===== src/hw/ctrl_defines.svh =====
`ifndef CTRL_DEFINES_SVH
`define CTRL_DEFINES_SVH

// Primary opcodes
`define OP_RTYPE     6'h00
`define OP_J         6'h02
`define OP_BEQ       6'h04
`define OP_BNE       6'h05
`define OP_BLE       6'h06
`define OP_BGT       6'h07
`define OP_ADDIU     6'h09
`define OP_SLTI      6'h0a

// Funct codes under OP_RTYPE
`define FN_JR        6'h08
`define FN_MFHI      6'h10
`define FN_MFLO      6'h12
`define FN_ADD       6'h20
`define FN_SUB       6'h22
`define FN_AND       6'h24
`define FN_SLT       6'h2a

// FSM state codes
`define ST_RESET     7'd0
`define ST_FETCH0    7'd1
`define ST_FETCH1    7'd2
`define ST_DECODE0   7'd3
`define ST_DECODE1   7'd4
`define ST_ADD0      7'd5
`define ST_ADD1      7'd6
// Shared writeback for ADD, AND and SUB
`define ST_ARITH_END 7'd7
`define ST_ADDIU0    7'd8
`define ST_ADDIU1    7'd9
`define ST_ADDIU_END 7'd10
`define ST_AND0      7'd11
`define ST_AND1      7'd12
`define ST_SUB0      7'd13
`define ST_SUB1      7'd14
`define ST_MFHI      7'd15
`define ST_MFLO      7'd16
`define ST_JR        7'd17
`define ST_BR_EQ     7'd19
`define ST_BR_GT     7'd20
// PC write that closes JR and taken branches
`define ST_PC_END    7'd21
`define ST_SLT0      7'd29
`define ST_SLT1      7'd30
`define ST_SLTI0     7'd31
`define ST_SLTI1     7'd32
`define ST_JUMP      7'd33

// Cycles spent in FETCH0 and DECODE1
`define FETCH_WAIT   2'd3
`define DECODE_WAIT  2'd3

// Execution path classes
`define CLS_UNKNOWN  4'd0
`define CLS_ADD      4'd1
`define CLS_AND      4'd2
`define CLS_SUB      4'd3
`define CLS_SLT      4'd4
`define CLS_MFHI     4'd5
`define CLS_MFLO     4'd6
`define CLS_JR       4'd7
`define CLS_ADDIU    4'd8
`define CLS_SLTI     4'd9
`define CLS_BR_EQ    4'd10
`define CLS_BR_GT    4'd11
`define CLS_JUMP     4'd12

// ALU operation
`define ALU_PASS     3'd0
`define ALU_ADD      3'd1
`define ALU_SUB      3'd2
`define ALU_AND      3'd3
`define ALU_CMP      3'd7

// ALU operand selects
`define SRCA_PC      2'd0
`define SRCA_A       2'd2
`define SRCB_B       3'd0
`define SRCB_FOUR    3'd1
`define SRCB_IMM     3'd3

// PC source
`define PCSRC_JUMP   3'd0
`define PCSRC_ALU    3'd2
`define PCSRC_ALUOUT 3'd4

// Register file destination and write data
`define DST_RT       2'd0
`define DST_RD       2'd1
`define DST_SP       2'd3
`define M2R_LO       3'd1
`define M2R_HI       3'd2
`define M2R_SPINIT   3'd4
`define M2R_ALUOUT   3'd6
`define M2R_LT       3'd7

`endif


===== src/hw/ctrlPkg.sv =====
package ctrlPkg;

    typedef logic [6:0] stateCode_t;

    // Packed control word, bits 24:23 spare and always zero
    typedef logic [24:0] ctrlWord_t;

    // Single-bit strobes
    localparam int resetOutBit = 0;
    localparam int aluOutBit   = 1;
    localparam int bWriteBit   = 2;
    localparam int aWriteBit   = 3;
    localparam int irWriteBit  = 4;
    localparam int pcWriteBit  = 5;
    localparam int regWriteBit = 6;

    // Multi-bit selectors, low bit of each field
    localparam int pcSrcLsb    = 7;
    localparam int aluSrcBLsb  = 10;
    localparam int aluSrcALsb  = 13;
    localparam int memToRegLsb = 15;
    localparam int regDstLsb   = 18;
    localparam int aluOpLsb    = 20;

endpackage


===== src/hw/isaPkg.sv =====
package isaPkg;

    // R format: register to register
    typedef struct packed {
        logic [5:0] opcode;
        logic [4:0] rs;
        logic [4:0] rt;
        logic [4:0] rd;
        logic [4:0] shamt;
        logic [5:0] funct;
    } rFormat_t;

    // I format: immediate and branch offset
    typedef struct packed {
        logic [5:0]  opcode;
        logic [4:0]  rs;
        logic [4:0]  rt;
        logic [15:0] imm;
    } iFormat_t;

    // One instruction word, two views of it
    typedef union packed {
        rFormat_t r;
        iFormat_t i;
    } instrWord_t;

    // Execution path code, values in CLS_* macros
    typedef logic [3:0] opClass_t;

endpackage


===== src/hw/controlRom.sv =====
`include "ctrl_defines.svh"

module controlRom (
    input  ctrlPkg::stateCode_t stateCode,
    output logic [2:0]          aluOp,
    output logic [1:0]          aluSrcA,
    output logic [2:0]          aluSrcB,
    output logic [2:0]          pcSrc,
    output logic [1:0]          regDst,
    output logic [2:0]          memToReg,
    output logic                regWrite,
    output logic                pcWrite,
    output logic                irWrite,
    output logic                aWrite,
    output logic                bWrite,
    output logic                aluOutCtrl,
    output logic                resetOut
);

    localparam ctrlPkg::ctrlWord_t mPcWrite = ctrlPkg::ctrlWord_t'(1) << ctrlPkg::pcWriteBit;
    localparam ctrlPkg::ctrlWord_t mIrWrite = ctrlPkg::ctrlWord_t'(1) << ctrlPkg::irWriteBit;
    localparam ctrlPkg::ctrlWord_t mAWrite  = ctrlPkg::ctrlWord_t'(1) << ctrlPkg::aWriteBit;
    localparam ctrlPkg::ctrlWord_t mBWrite  = ctrlPkg::ctrlWord_t'(1) << ctrlPkg::bWriteBit;
    localparam ctrlPkg::ctrlWord_t mAluOut  = ctrlPkg::ctrlWord_t'(1) << ctrlPkg::aluOutBit;
    localparam ctrlPkg::ctrlWord_t mReset   = ctrlPkg::ctrlWord_t'(1) << ctrlPkg::resetOutBit;

    ctrlPkg::ctrlWord_t word;

    // ALU operation with its two operands
    function automatic ctrlPkg::ctrlWord_t aluWord(input logic [2:0] op,
                                                   input logic [1:0] srcA,
                                                   input logic [2:0] srcB);
        ctrlPkg::ctrlWord_t w;
        w = '0;
        w[ctrlPkg::aluOpLsb +: 3]   = op;
        w[ctrlPkg::aluSrcALsb +: 2] = srcA;
        w[ctrlPkg::aluSrcBLsb +: 3] = srcB;
        return w;
    endfunction

    function automatic ctrlPkg::ctrlWord_t pcSel(input logic [2:0] sel);
        ctrlPkg::ctrlWord_t w;
        w = '0;
        w[ctrlPkg::pcSrcLsb +: 3] = sel;
        return w;
    endfunction

    // Register file write with destination and data select
    function automatic ctrlPkg::ctrlWord_t wb(input logic [1:0] dst, input logic [2:0] m2r);
        ctrlPkg::ctrlWord_t w;
        w = '0;
        w[ctrlPkg::regDstLsb +: 2]   = dst;
        w[ctrlPkg::memToRegLsb +: 3] = m2r;
        w[ctrlPkg::regWriteBit]      = 1'b1;
        return w;
    endfunction

    always_comb begin
        case (stateCode)
            // Stack pointer preset
            `ST_RESET:     word = wb(`DST_SP, `M2R_SPINIT) | mReset;
            // PC + 4 while memory answers
            `ST_FETCH0:    word = aluWord(`ALU_ADD, `SRCA_PC, `SRCB_FOUR) | pcSel(`PCSRC_ALU);
            `ST_FETCH1:    word = aluWord(`ALU_ADD, `SRCA_PC, `SRCB_FOUR) | pcSel(`PCSRC_ALU)
                                  | mPcWrite | mIrWrite;
            // Branch target precomputed into ALUout
            `ST_DECODE0:   word = aluWord(`ALU_ADD, `SRCA_PC, `SRCB_IMM);
            `ST_DECODE1:   word = aluWord(`ALU_ADD, `SRCA_PC, `SRCB_IMM)
                                  | mAWrite | mBWrite | mAluOut;
            `ST_ADD0:      word = aluWord(`ALU_ADD, `SRCA_A, `SRCB_B);
            `ST_ADD1:      word = aluWord(`ALU_ADD, `SRCA_A, `SRCB_B) | mAluOut;
            `ST_AND0:      word = aluWord(`ALU_AND, `SRCA_A, `SRCB_B);
            `ST_AND1:      word = aluWord(`ALU_AND, `SRCA_A, `SRCB_B) | mAluOut;
            `ST_SUB0:      word = aluWord(`ALU_SUB, `SRCA_A, `SRCB_B);
            `ST_SUB1:      word = aluWord(`ALU_SUB, `SRCA_A, `SRCB_B) | mAluOut;
            `ST_ARITH_END: word = wb(`DST_RD, `M2R_ALUOUT);
            `ST_ADDIU0:    word = aluWord(`ALU_ADD, `SRCA_A, `SRCB_IMM);
            `ST_ADDIU1:    word = aluWord(`ALU_ADD, `SRCA_A, `SRCB_IMM) | mAluOut;
            `ST_ADDIU_END: word = wb(`DST_RT, `M2R_ALUOUT);
            // Compare result comes from the LT path
            `ST_SLT0:      word = aluWord(`ALU_CMP, `SRCA_A, `SRCB_B);
            `ST_SLT1:      word = wb(`DST_RD, `M2R_LT);
            `ST_SLTI0:     word = aluWord(`ALU_CMP, `SRCA_A, `SRCB_IMM);
            `ST_SLTI1:     word = wb(`DST_RT, `M2R_LT);
            `ST_MFHI:      word = wb(`DST_RD, `M2R_HI);
            `ST_MFLO:      word = wb(`DST_RD, `M2R_LO);
            // rs passed through and latched for the shared PC write
            `ST_JR:        word = aluWord(`ALU_PASS, `SRCA_A, `SRCB_B) | pcSel(`PCSRC_ALU)
                                  | mAluOut;
            // Flags settle here, no write yet
            `ST_BR_EQ:     word = aluWord(`ALU_SUB, `SRCA_A, `SRCB_B) | pcSel(`PCSRC_ALUOUT);
            `ST_BR_GT:     word = aluWord(`ALU_CMP, `SRCA_A, `SRCB_B) | pcSel(`PCSRC_ALUOUT);
            `ST_PC_END:    word = pcSel(`PCSRC_ALUOUT) | mPcWrite;
            `ST_JUMP:      word = pcSel(`PCSRC_JUMP) | mPcWrite;
            default:       word = '0;
        endcase
    end

    // Fields onto the ports
    assign aluOp      = word[ctrlPkg::aluOpLsb +: 3];
    assign aluSrcA    = word[ctrlPkg::aluSrcALsb +: 2];
    assign aluSrcB    = word[ctrlPkg::aluSrcBLsb +: 3];
    assign pcSrc      = word[ctrlPkg::pcSrcLsb +: 3];
    assign regDst     = word[ctrlPkg::regDstLsb +: 2];
    assign memToReg   = word[ctrlPkg::memToRegLsb +: 3];
    assign regWrite   = word[ctrlPkg::regWriteBit];
    assign pcWrite    = word[ctrlPkg::pcWriteBit];
    assign irWrite    = word[ctrlPkg::irWriteBit];
    assign aWrite     = word[ctrlPkg::aWriteBit];
    assign bWrite     = word[ctrlPkg::bWriteBit];
    assign aluOutCtrl = word[ctrlPkg::aluOutBit];
    assign resetOut   = word[ctrlPkg::resetOutBit];

endmodule


===== src/hw/controlUnit.sv =====
module controlUnit (
    input  logic               clk,
    input  logic               reset_in,
    input  isaPkg::instrWord_t instr,
    input  logic               zero,
    input  logic               greater,
    output logic [2:0]         aluOp,
    output logic [1:0]         aluSrcA,
    output logic [2:0]         aluSrcB,
    output logic [2:0]         pcSrc,
    output logic [1:0]         regDst,
    output logic [2:0]         memToReg,
    output logic               regWrite,
    output logic               pcWrite,
    output logic               irWrite,
    output logic               aWrite,
    output logic               bWrite,
    output logic               aluOutCtrl,
    output logic               resetOut
);

    // Decoder to FSM
    isaPkg::opClass_t    opClass;
    logic                branchOnTrue;
    // FSM and wait timer handshake
    logic                timerLoad;
    logic [1:0]          timerLen;
    logic                timerDone;
    // FSM to output table
    ctrlPkg::stateCode_t stateCode;

    instrDecoder uDecoder (
        .instr        (instr),
        .opClass      (opClass),
        .branchOnTrue (branchOnTrue)
    );

    waitTimer uTimer (
        .clk       (clk),
        .reset_in  (reset_in),
        .timerLoad (timerLoad),
        .timerLen  (timerLen),
        .timerDone (timerDone)
    );

    mainFsm uFsm (
        .clk          (clk),
        .reset_in     (reset_in),
        .opClass      (opClass),
        .branchOnTrue (branchOnTrue),
        .zero         (zero),
        .greater      (greater),
        .timerDone    (timerDone),
        .stateCode    (stateCode),
        .timerLoad    (timerLoad),
        .timerLen     (timerLen)
    );

    controlRom uRom (
        .stateCode  (stateCode),
        .aluOp      (aluOp),
        .aluSrcA    (aluSrcA),
        .aluSrcB    (aluSrcB),
        .pcSrc      (pcSrc),
        .regDst     (regDst),
        .memToReg   (memToReg),
        .regWrite   (regWrite),
        .pcWrite    (pcWrite),
        .irWrite    (irWrite),
        .aWrite     (aWrite),
        .bWrite     (bWrite),
        .aluOutCtrl (aluOutCtrl),
        .resetOut   (resetOut)
    );

endmodule


===== src/hw/instrDecoder.sv =====
`include "ctrl_defines.svh"

module instrDecoder (
    input  isaPkg::instrWord_t instr,
    output isaPkg::opClass_t   opClass,
    output logic               branchOnTrue
);

    always_comb begin
        opClass      = `CLS_UNKNOWN;
        branchOnTrue = 1'b0;
        // Opcode sits in the same bits in both views
        if (instr.r.opcode == `OP_RTYPE) begin
            // R type, the path comes from funct
            case (instr.r.funct)
                `FN_ADD:  opClass = `CLS_ADD;
                `FN_AND:  opClass = `CLS_AND;
                `FN_SUB:  opClass = `CLS_SUB;
                `FN_SLT:  opClass = `CLS_SLT;
                `FN_MFHI: opClass = `CLS_MFHI;
                `FN_MFLO: opClass = `CLS_MFLO;
                `FN_JR:   opClass = `CLS_JR;
                default:  opClass = `CLS_UNKNOWN;
            endcase
        end else begin
            case (instr.i.opcode)
                `OP_ADDIU: opClass = `CLS_ADDIU;
                `OP_SLTI:  opClass = `CLS_SLTI;
                `OP_J:     opClass = `CLS_JUMP;
                // Equal pair, taken on zero set
                `OP_BEQ: begin
                    opClass      = `CLS_BR_EQ;
                    branchOnTrue = 1'b1;
                end
                // Taken on zero clear
                `OP_BNE: begin
                    opClass      = `CLS_BR_EQ;
                    branchOnTrue = 1'b0;
                end
                // Greater pair, BLE wants the flag low
                `OP_BLE: begin
                    opClass      = `CLS_BR_GT;
                    branchOnTrue = 1'b0;
                end
                `OP_BGT: begin
                    opClass      = `CLS_BR_GT;
                    branchOnTrue = 1'b1;
                end
                default: opClass = `CLS_UNKNOWN;
            endcase
        end
    end

endmodule


===== src/hw/mainFsm.sv =====
`include "ctrl_defines.svh"

module mainFsm (
    input  logic                clk,
    input  logic                reset_in,
    input  isaPkg::opClass_t    opClass,
    input  logic                branchOnTrue,
    input  logic                zero,
    input  logic                greater,
    input  logic                timerDone,
    output ctrlPkg::stateCode_t stateCode,
    output logic                timerLoad,
    output logic [1:0]          timerLen
);

    ctrlPkg::stateCode_t nextState;

    // Wait length for whichever stretched state is active
    assign timerLen = (stateCode == `ST_DECODE1) ? `DECODE_WAIT : `FETCH_WAIT;

    always_comb begin
        nextState = stateCode;
        case (stateCode)
            `ST_RESET:   nextState = `ST_FETCH0;
            // Memory read wait
            `ST_FETCH0: begin
                if (timerDone) begin
                    nextState = `ST_FETCH1;
                end
            end
            `ST_FETCH1:  nextState = `ST_DECODE0;
            `ST_DECODE0: nextState = `ST_DECODE1;
            // Register read wait, then dispatch
            `ST_DECODE1: begin
                if (timerDone) begin
                    case (opClass)
                        `CLS_ADD:   nextState = `ST_ADD0;
                        `CLS_AND:   nextState = `ST_AND0;
                        `CLS_SUB:   nextState = `ST_SUB0;
                        `CLS_SLT:   nextState = `ST_SLT0;
                        `CLS_MFHI:  nextState = `ST_MFHI;
                        `CLS_MFLO:  nextState = `ST_MFLO;
                        `CLS_JR:    nextState = `ST_JR;
                        `CLS_ADDIU: nextState = `ST_ADDIU0;
                        `CLS_SLTI:  nextState = `ST_SLTI0;
                        `CLS_BR_EQ: nextState = `ST_BR_EQ;
                        `CLS_BR_GT: nextState = `ST_BR_GT;
                        `CLS_JUMP:  nextState = `ST_JUMP;
                        // Unknown instruction, straight back to fetch
                        default:    nextState = `ST_FETCH0;
                    endcase
                end
            end
            // Two ALU cycles, then a common writeback
            `ST_ADD0:    nextState = `ST_ADD1;
            `ST_AND0:    nextState = `ST_AND1;
            `ST_SUB0:    nextState = `ST_SUB1;
            `ST_ADD1, `ST_AND1, `ST_SUB1: nextState = `ST_ARITH_END;
            `ST_ADDIU0:  nextState = `ST_ADDIU1;
            `ST_ADDIU1:  nextState = `ST_ADDIU_END;
            `ST_SLT0:    nextState = `ST_SLT1;
            `ST_SLTI0:   nextState = `ST_SLTI1;
            `ST_JR:      nextState = `ST_PC_END;
            // Taken when the flag matches the wanted sense
            `ST_BR_EQ:   nextState = (zero == branchOnTrue) ? `ST_PC_END : `ST_FETCH0;
            `ST_BR_GT:   nextState = (greater == branchOnTrue) ? `ST_PC_END : `ST_FETCH0;
            // Last cycle of every path
            `ST_ARITH_END, `ST_ADDIU_END, `ST_SLT1, `ST_SLTI1,
            `ST_MFHI, `ST_MFLO, `ST_JUMP, `ST_PC_END: nextState = `ST_FETCH0;
            default:     nextState = `ST_RESET;
        endcase
    end

    always_ff @(posedge clk) begin
        if (reset_in) begin
            stateCode <= `ST_RESET;
            timerLoad <= 1'b0;
        end else begin
            stateCode <= nextState;
            // Pulse in the first cycle of a stretched state
            timerLoad <= (nextState != stateCode) &&
                         ((nextState == `ST_FETCH0) || (nextState == `ST_DECODE1));
        end
    end

endmodule


===== src/hw/waitTimer.sv =====
module waitTimer (
    input  logic       clk,
    input  logic       reset_in,
    input  logic       timerLoad,
    input  logic [1:0] timerLen,
    output logic       timerDone
);

    logic [1:0] count;
    logic       armed;
    logic [1:0] remaining;

    // Cycles left after this one, load cycle counts as the first
    assign remaining = timerLoad ? (timerLen - 2'd1) : count;

    // Only a loaded wait may finish
    assign timerDone = (timerLoad | armed) & (remaining == 2'd0);

    always_ff @(posedge clk) begin
        if (reset_in) begin
            count <= 2'd0;
            armed <= 1'b0;
        end else if (timerLoad | armed) begin
            // Stays armed until the count runs out
            armed <= (remaining != 2'd0);
            if (remaining != 2'd0) begin
                count <= remaining - 2'd1;
            end
        end
    end

endmodule


===== config.mk =====
export PLATFORM = sky130hd
export DESIGN_NAME = controlUnit
export DESIGN_NICKNAME = d
export VERILOG_FILES = /design/src/hw/ctrlPkg.sv /design/src/hw/isaPkg.sv /design/src/hw/controlRom.sv /design/src/hw/controlUnit.sv /design/src/hw/instrDecoder.sv /design/src/hw/mainFsm.sv /design/src/hw/waitTimer.sv
export VERILOG_INCLUDE_DIRS = /design/src /design/src/hw
export SDC_FILE = /design/constraint.sdc
export NUM_CORES = 1
export LEC_CHECK = 0
export BUFFER_PORTS_ARGS = -buffer_cell sky130_fd_sc_hd__buf_4
export CAP_MARGIN = 15
export CORE_UTILIZATION = 25
export DETAILED_ROUTE_END_ITERATION = 8
export GPL_ROUTABILITY_DRIVEN = 0
export PLACE_DENSITY = 0.43
export SYNTH_ARGS = -nofsm -noshare
export SYNTH_HDL_FRONTEND = slang
export SYNTH_SLANG_ARGS = --single-unit

===== constraint.sdc =====
create_clock -name clk -period 3.45 [get_ports clk]
set_input_delay 0.69 -clock clk [delete_from_list [all_inputs] [get_ports clk]]
set_output_delay 0.69 -clock clk [all_outputs]
set_load 0.01 [all_outputs]

==> Word level (Yosys, flattened, before mapping) <==
Memory sizes are Yosys's and may differ from the RTL's. A register that Yosys moved wholly into a read port is not among the register bits.
Index checks and enable logic that the tools add are counted.
{ "word_totals": {"romBits": 1376, "ff_bits": 11, "memories": 2} }
{ "op_classes": {"mux": 13, "n_reduce_logical": 12, "n_addsub": 1, "bitwise_logic": 2, "n_eq_ne": 44} }
{ "memory_table": {"columns": ["name", "depth", "width", "rd", "rd_ports_with_merged_regs", "wr", "line", "text"], "rows": [
  ["(no name shown)", 64, 20, 1, 1, 0, "controlRom.sv:59", "case (stateCode)"],
  ["(no name shown)", 16, 6, 1, 0, 0, "mainFsm.sv:36", "case (opClass)"]
]} }
{ "op_table": {"columns": ["cell", "n"], "rows": [
  ["one-hot mux 7 bit (16 select lines)", 1],
  ["equality test 7 x 4 -> 1 bit (second input constant)", 8],
  ["equality test 7 x 5 -> 1 bit (second input constant)", 8],
  ["equality test 7 x 3 -> 1 bit (second input constant)", 5],
  ["equality test 6 x 3 -> 1 bit (second input constant)", 4],
  ["equality test 6 bit (second input constant)", 4],
  ["two-way mux 23 bit", 1],
  ["one-hot mux 3 bit (7 select lines)", 1],
  ["one-hot mux 4 bit (5 select lines)", 1],
  ["equality test 6 x 4 -> 1 bit (second input constant)", 3],
  ["equality test 7 x 1 -> 1 bit (second input constant)", 2],
  ["equality test 7 x 2 -> 1 bit (second input constant)", 2],
  ["equality test 7 x 6 -> 1 bit (second input constant)", 2],
  ["two-way mux 7 bit", 2],
  ["equality test 6 x 5 -> 1 bit (second input constant)", 2],
  ["two-way mux 5 bit", 2],
  ["OR reduction 9 bit", 1],
  ["logical NOT 7 bit", 1],
  ["inequality test 7 bit", 1],
  ["equality test 6 x 2 -> 1 bit (second input constant)", 1],
  ["logical NOT 6 bit", 1],
  ["two-way mux 6 bit", 1],
  ["OR reduction 2 bit", 3],
  ["two-way mux 4 bit", 1],
  ["other kinds (12)", 14]
]} }

==> Logic depth before layout (Yosys ltp) <==
{ "logic_depth": {"word_depth": 10, "ltp_mapped": 18} }

==> Modules after synthesis <==
From an unflattened synthesis, not the netlist that was laid out.
{ "unflattened": {"cells_unflattened": 262, "area_unflattened_um2": 1899.3} }
{ "by_module_without_submodules": {"columns": ["module", "area_per_inst_um2", "cells_each", "instances"], "rows": [
  ["mainFsm", 834.6, 109, 1],
  ["controlRom", 654.4, 100, 1],
  ["instrDecoder", 247.7, 35, 1],
  ["waitTimer", 162.7, 18, 1]
]} }

==> Worst setup path after synthesis <==
No wires, ideal clock.
{ "synth_timing": {"path_kind": "input -> register", "start": "input instr[4] (netlist bit)", "end": "register (tool-made name)", "path_slack_ns": -0.189, "path_buffers": 2, "arrival_time_ns": 3.515, "setup_ns": 0.124, "cell_stages": 15, "cell_sequence": "buf_2 -> xnor2_1 -> or4b_1 -> o211ai_1 -> a31oi_1 -> ha_1 -> inv_1 -> o221ai_1 -> o221a_2 -> clkbuf_1 -> nor2_1 -> ha_1 -> nor3b_1 -> a221oi_1 -> o21ai_1"} }
{ "synth_rtl": {"columns": ["element", "line", "text"], "rows": [
  ["start: declaration", "controlUnit.sv:4", "input isaPkg::instrWord_t instr,"]
]} }

==> results.toml <==
[setup_path]
critical_path_most_common_cell = "inv_1"
regToRegSetupSlack_ns = 0.43
critPathCaptureType = "flop"
timing.rr.start = "uFsm.timerLoad"
cp.depth = 15
critical_path_arrival_ns = 3.36
crit_path_top_delay_cell = "or4b_1"
path_max_fanout = 6
crit_path_start_kind = "input pin"
timing.critical_path.buf_inv = 3
crit_family = "compound AO/OA/AOI/OAI gates"
critPathLaunch = "instr[5]"
r2r.worst_path.cells = 13
setup.worst_path.class = "input pin to flop"
timing.critical_path.required_ns = 3.61
critical-path-max-stage-delay_ns = 0.47
critical_path.cell_chain = "buf_4 -> xnor2_1 -> or4b_1 -> o211ai_1 -> a31oi_2 -> ha_1 -> inv_1 -> o221ai_1 -> o221a_2 -> nor2_2 -> inv_1 -> ha_2 -> o211a_1 -> nand2_1 -> o31ai_1"

[timing]
tns_ns = 0
hold_viol_final = 0
slew_headroom = 0.524
finalCriticalPeriod_ns = 3.20
timing_max_transition_violations_final = 0
worst_clock_skew_ns = 0.0150
maxClockFrequency_mhz = 312
fraction_of_the_cycle_the_final_worst_path_needs = 0.928
setup_viols_final = 0
rsz0062_at_grt = "no"
worst_pin_slew_ns = 0.706

[hold_path]
hold_path.class = "flop to flop"
worst_hold_startpoint = "uTimer.count[1]"
timing.hold.worst_path_depth = 2

[place]
post-dp-hpwl_um = 4850
port-buffer-count = 35

[routing]
dr.pass1.iters = 5
dr_total_vias = 2305
drt_drc_violations_left = 0
avgRoutedWirePerCell_um = 13.0
ant_nets = 0
routed_wl_um = 6120
drt-initial-drc-count = 197
drt-vias-per-instance = 4.91

[cts]
hold_buffers = 0
cts_repair_resize_count = 0
cts_htree_levels = 2
ctsRootBufferMaster = "clkbuf_8"
clk_pin_slew_worst_paths_ns = 0.08
tritoncts_buffers = 5
clk_latency_ns = 0.29
tritoncts = "done"
cts_max_path_buffers = 2
cts_setup_buffers = 0
clock-sinks = 29

[synth]
seq_area_frac_synth = 0.245
synthDistinctLibCells = 74
synth_largest_type_area_fraction = 0.245
postSynthAreaPerCell_um2 = 7.97
synth_largest_area_cell = "dfxtp_1"
synthTopCellsByCount = "dfxtp_1 (29), nor2_1 (26), nor2b_1 (26), nand2_1 (19), nand3_1 (13)"
ys.warnings.count = 0
combined_area_of_all_synthesized_cells_um2 = 2370
synth.top_cells.by_area = "dfxtp_1 (25%), nor2b_1 (6.9%), ha_1 (5.8%), nor2_1 (4.1%), nand2_1 (3.0%)"
synth_edf_count = 0
async_reset_ff_frac = 0
postSynthCellCount = 297
synth_ff_type = "dfxtp_1"
post-synth-top-count-cell = "dfxtp_1"
yosys_register_bits = 29

[floorplanning]
core.rowCount = 35
floorplan.die_area_um2 = 9860
fp.coreArea_um2 = 9200
initial_core_utilization = 0.257
ios = 59
die_h_um = 99.3
dieWidth_um = 99.3

[pwr]
powerDensity_nw_per_um2 = 263
p_leak_nw = 1.22
netSwitchingPower_mw = 0.235
clock_power_share = 0.347
cellInternalPower_mw = 0.566
power.combinational.fraction = 0.210
worst_ir_drop_vdd_mv = 0.132
sequentialPowerShare = 0.444
p_sw_frac = 0.294
overall_power_mw = 0.802

[finish]
diodes = 0
nNetsFinal = 404
area.growth.synth_to_final_pct = 28.6
finalCoreUtilization = 0.331
final_layout_size_suffix_gt1_frac = 0.288

[global_route]
gr-total-overflow = 0
grt_first_pass_wirelength_um = 10100
grt_pass1_vias = 2102
grt_util_all_layers = 0.129
antenna_found_initial = 0
maximum_number_of_pins_on_one_net_before_global_route_repair = 23

[flow_run]
cap_viol_max_count = 0

[outcome]
outcome = "completed"
## routing by layer
metal | wire, um | vias up | GRT usage | share of wire
li1 | - | 1192 | - | -
met1 | 3020 | 1064 | 0.180 | 0.49
met2 | 2780 | 47 | 0.206 | 0.46
met3 | 291 | 2 | 0.0295 | 0.048
met4 | 22 | 0 | 0.0170 | 0.0036
met5 | 0 | - | 0 | 0
## cells in the final DEF (no fill, tap or decap), types with 5 or more instances in the layout
cell type / instances
xnor2_1: 5
inv_1: 11
a21oi_1: 8
nand2_1: 19
clkbuf_8: 5
o21ai_0: 8
nand3_1: 13
nor2_1: 25
o21ai_1: 6
nor3_1: 8
nor3b_1: 7
nor2b_1: 26
a31oi_1: 5
ha_1: 10
and3_1: 6
buf_4: 69
dfxtp_1: 29
## worst min-delay path by stage
stage,endpoint,slack (ns)
finish,uTimer.count[1],0.50
global route,uTimer.count[0],0.52
CTS,uTimer.count[1],0.50
detailed placement,uTimer.count[0],0.49
global placement,uTimer.count[0],0.49
floorplan,uTimer.count[0],0.48
## tightest hold or removal path, stage by stage, from the launching register on
cell	delay, ns
dfxtp_1	0.31
nor2_1	0.09
a211oi_1	0.05
## cell type report
type	count	area, um2
multi-input cells	239	1660
well taps	111	139
fillers	1003	6150
clock inverters	3	17.5
flip-flops and latches	29	581
inverters	12	45.0
clock buffers	5	68.8
repair buffers	70	538
## power groups by stage
stage	registers (mW)	logic, mW	clock network [mW]
floorplan	0.360	0.109	0
global placement	0.363	0.171	0
detailed placement	0.363	0.170	0
CTS	0.356	0.171	0.290
global route	0.357	0.187	0.309
finish	0.356	0.168	0.278
## through the flow
step / cells / instance area (um2) / worst slack [ns] / hold WS, ns
4_1_cts: 469 / 3040 / 0.206 / 0.504
6_report: 469 / 3040 / 0.248 / 0.498
5_1_grt: 469 / 3040 / 0.00300 / 0.516
3_5_place_dp: 461 / 2960 / -0.0930 / 0.492
3_3_place_gp: 461 / 2960 / -0.0805 / 0.488
2_1_floorplan: 300 / 2390 / -0.0352 / 0.476
## logic make-up after synthesis
family | synth area share
and+or+nand+nor | 0.359
AOI/OAI and AO/OA | 0.219
buffers and inverters | 0.0650
DFF | 0.245
adders and majority gates | 0.0581
xor gates and xnor gates | 0.0296
muxes | 0.0217
other | 0.00158
Power figures use the tool's default switching activity.
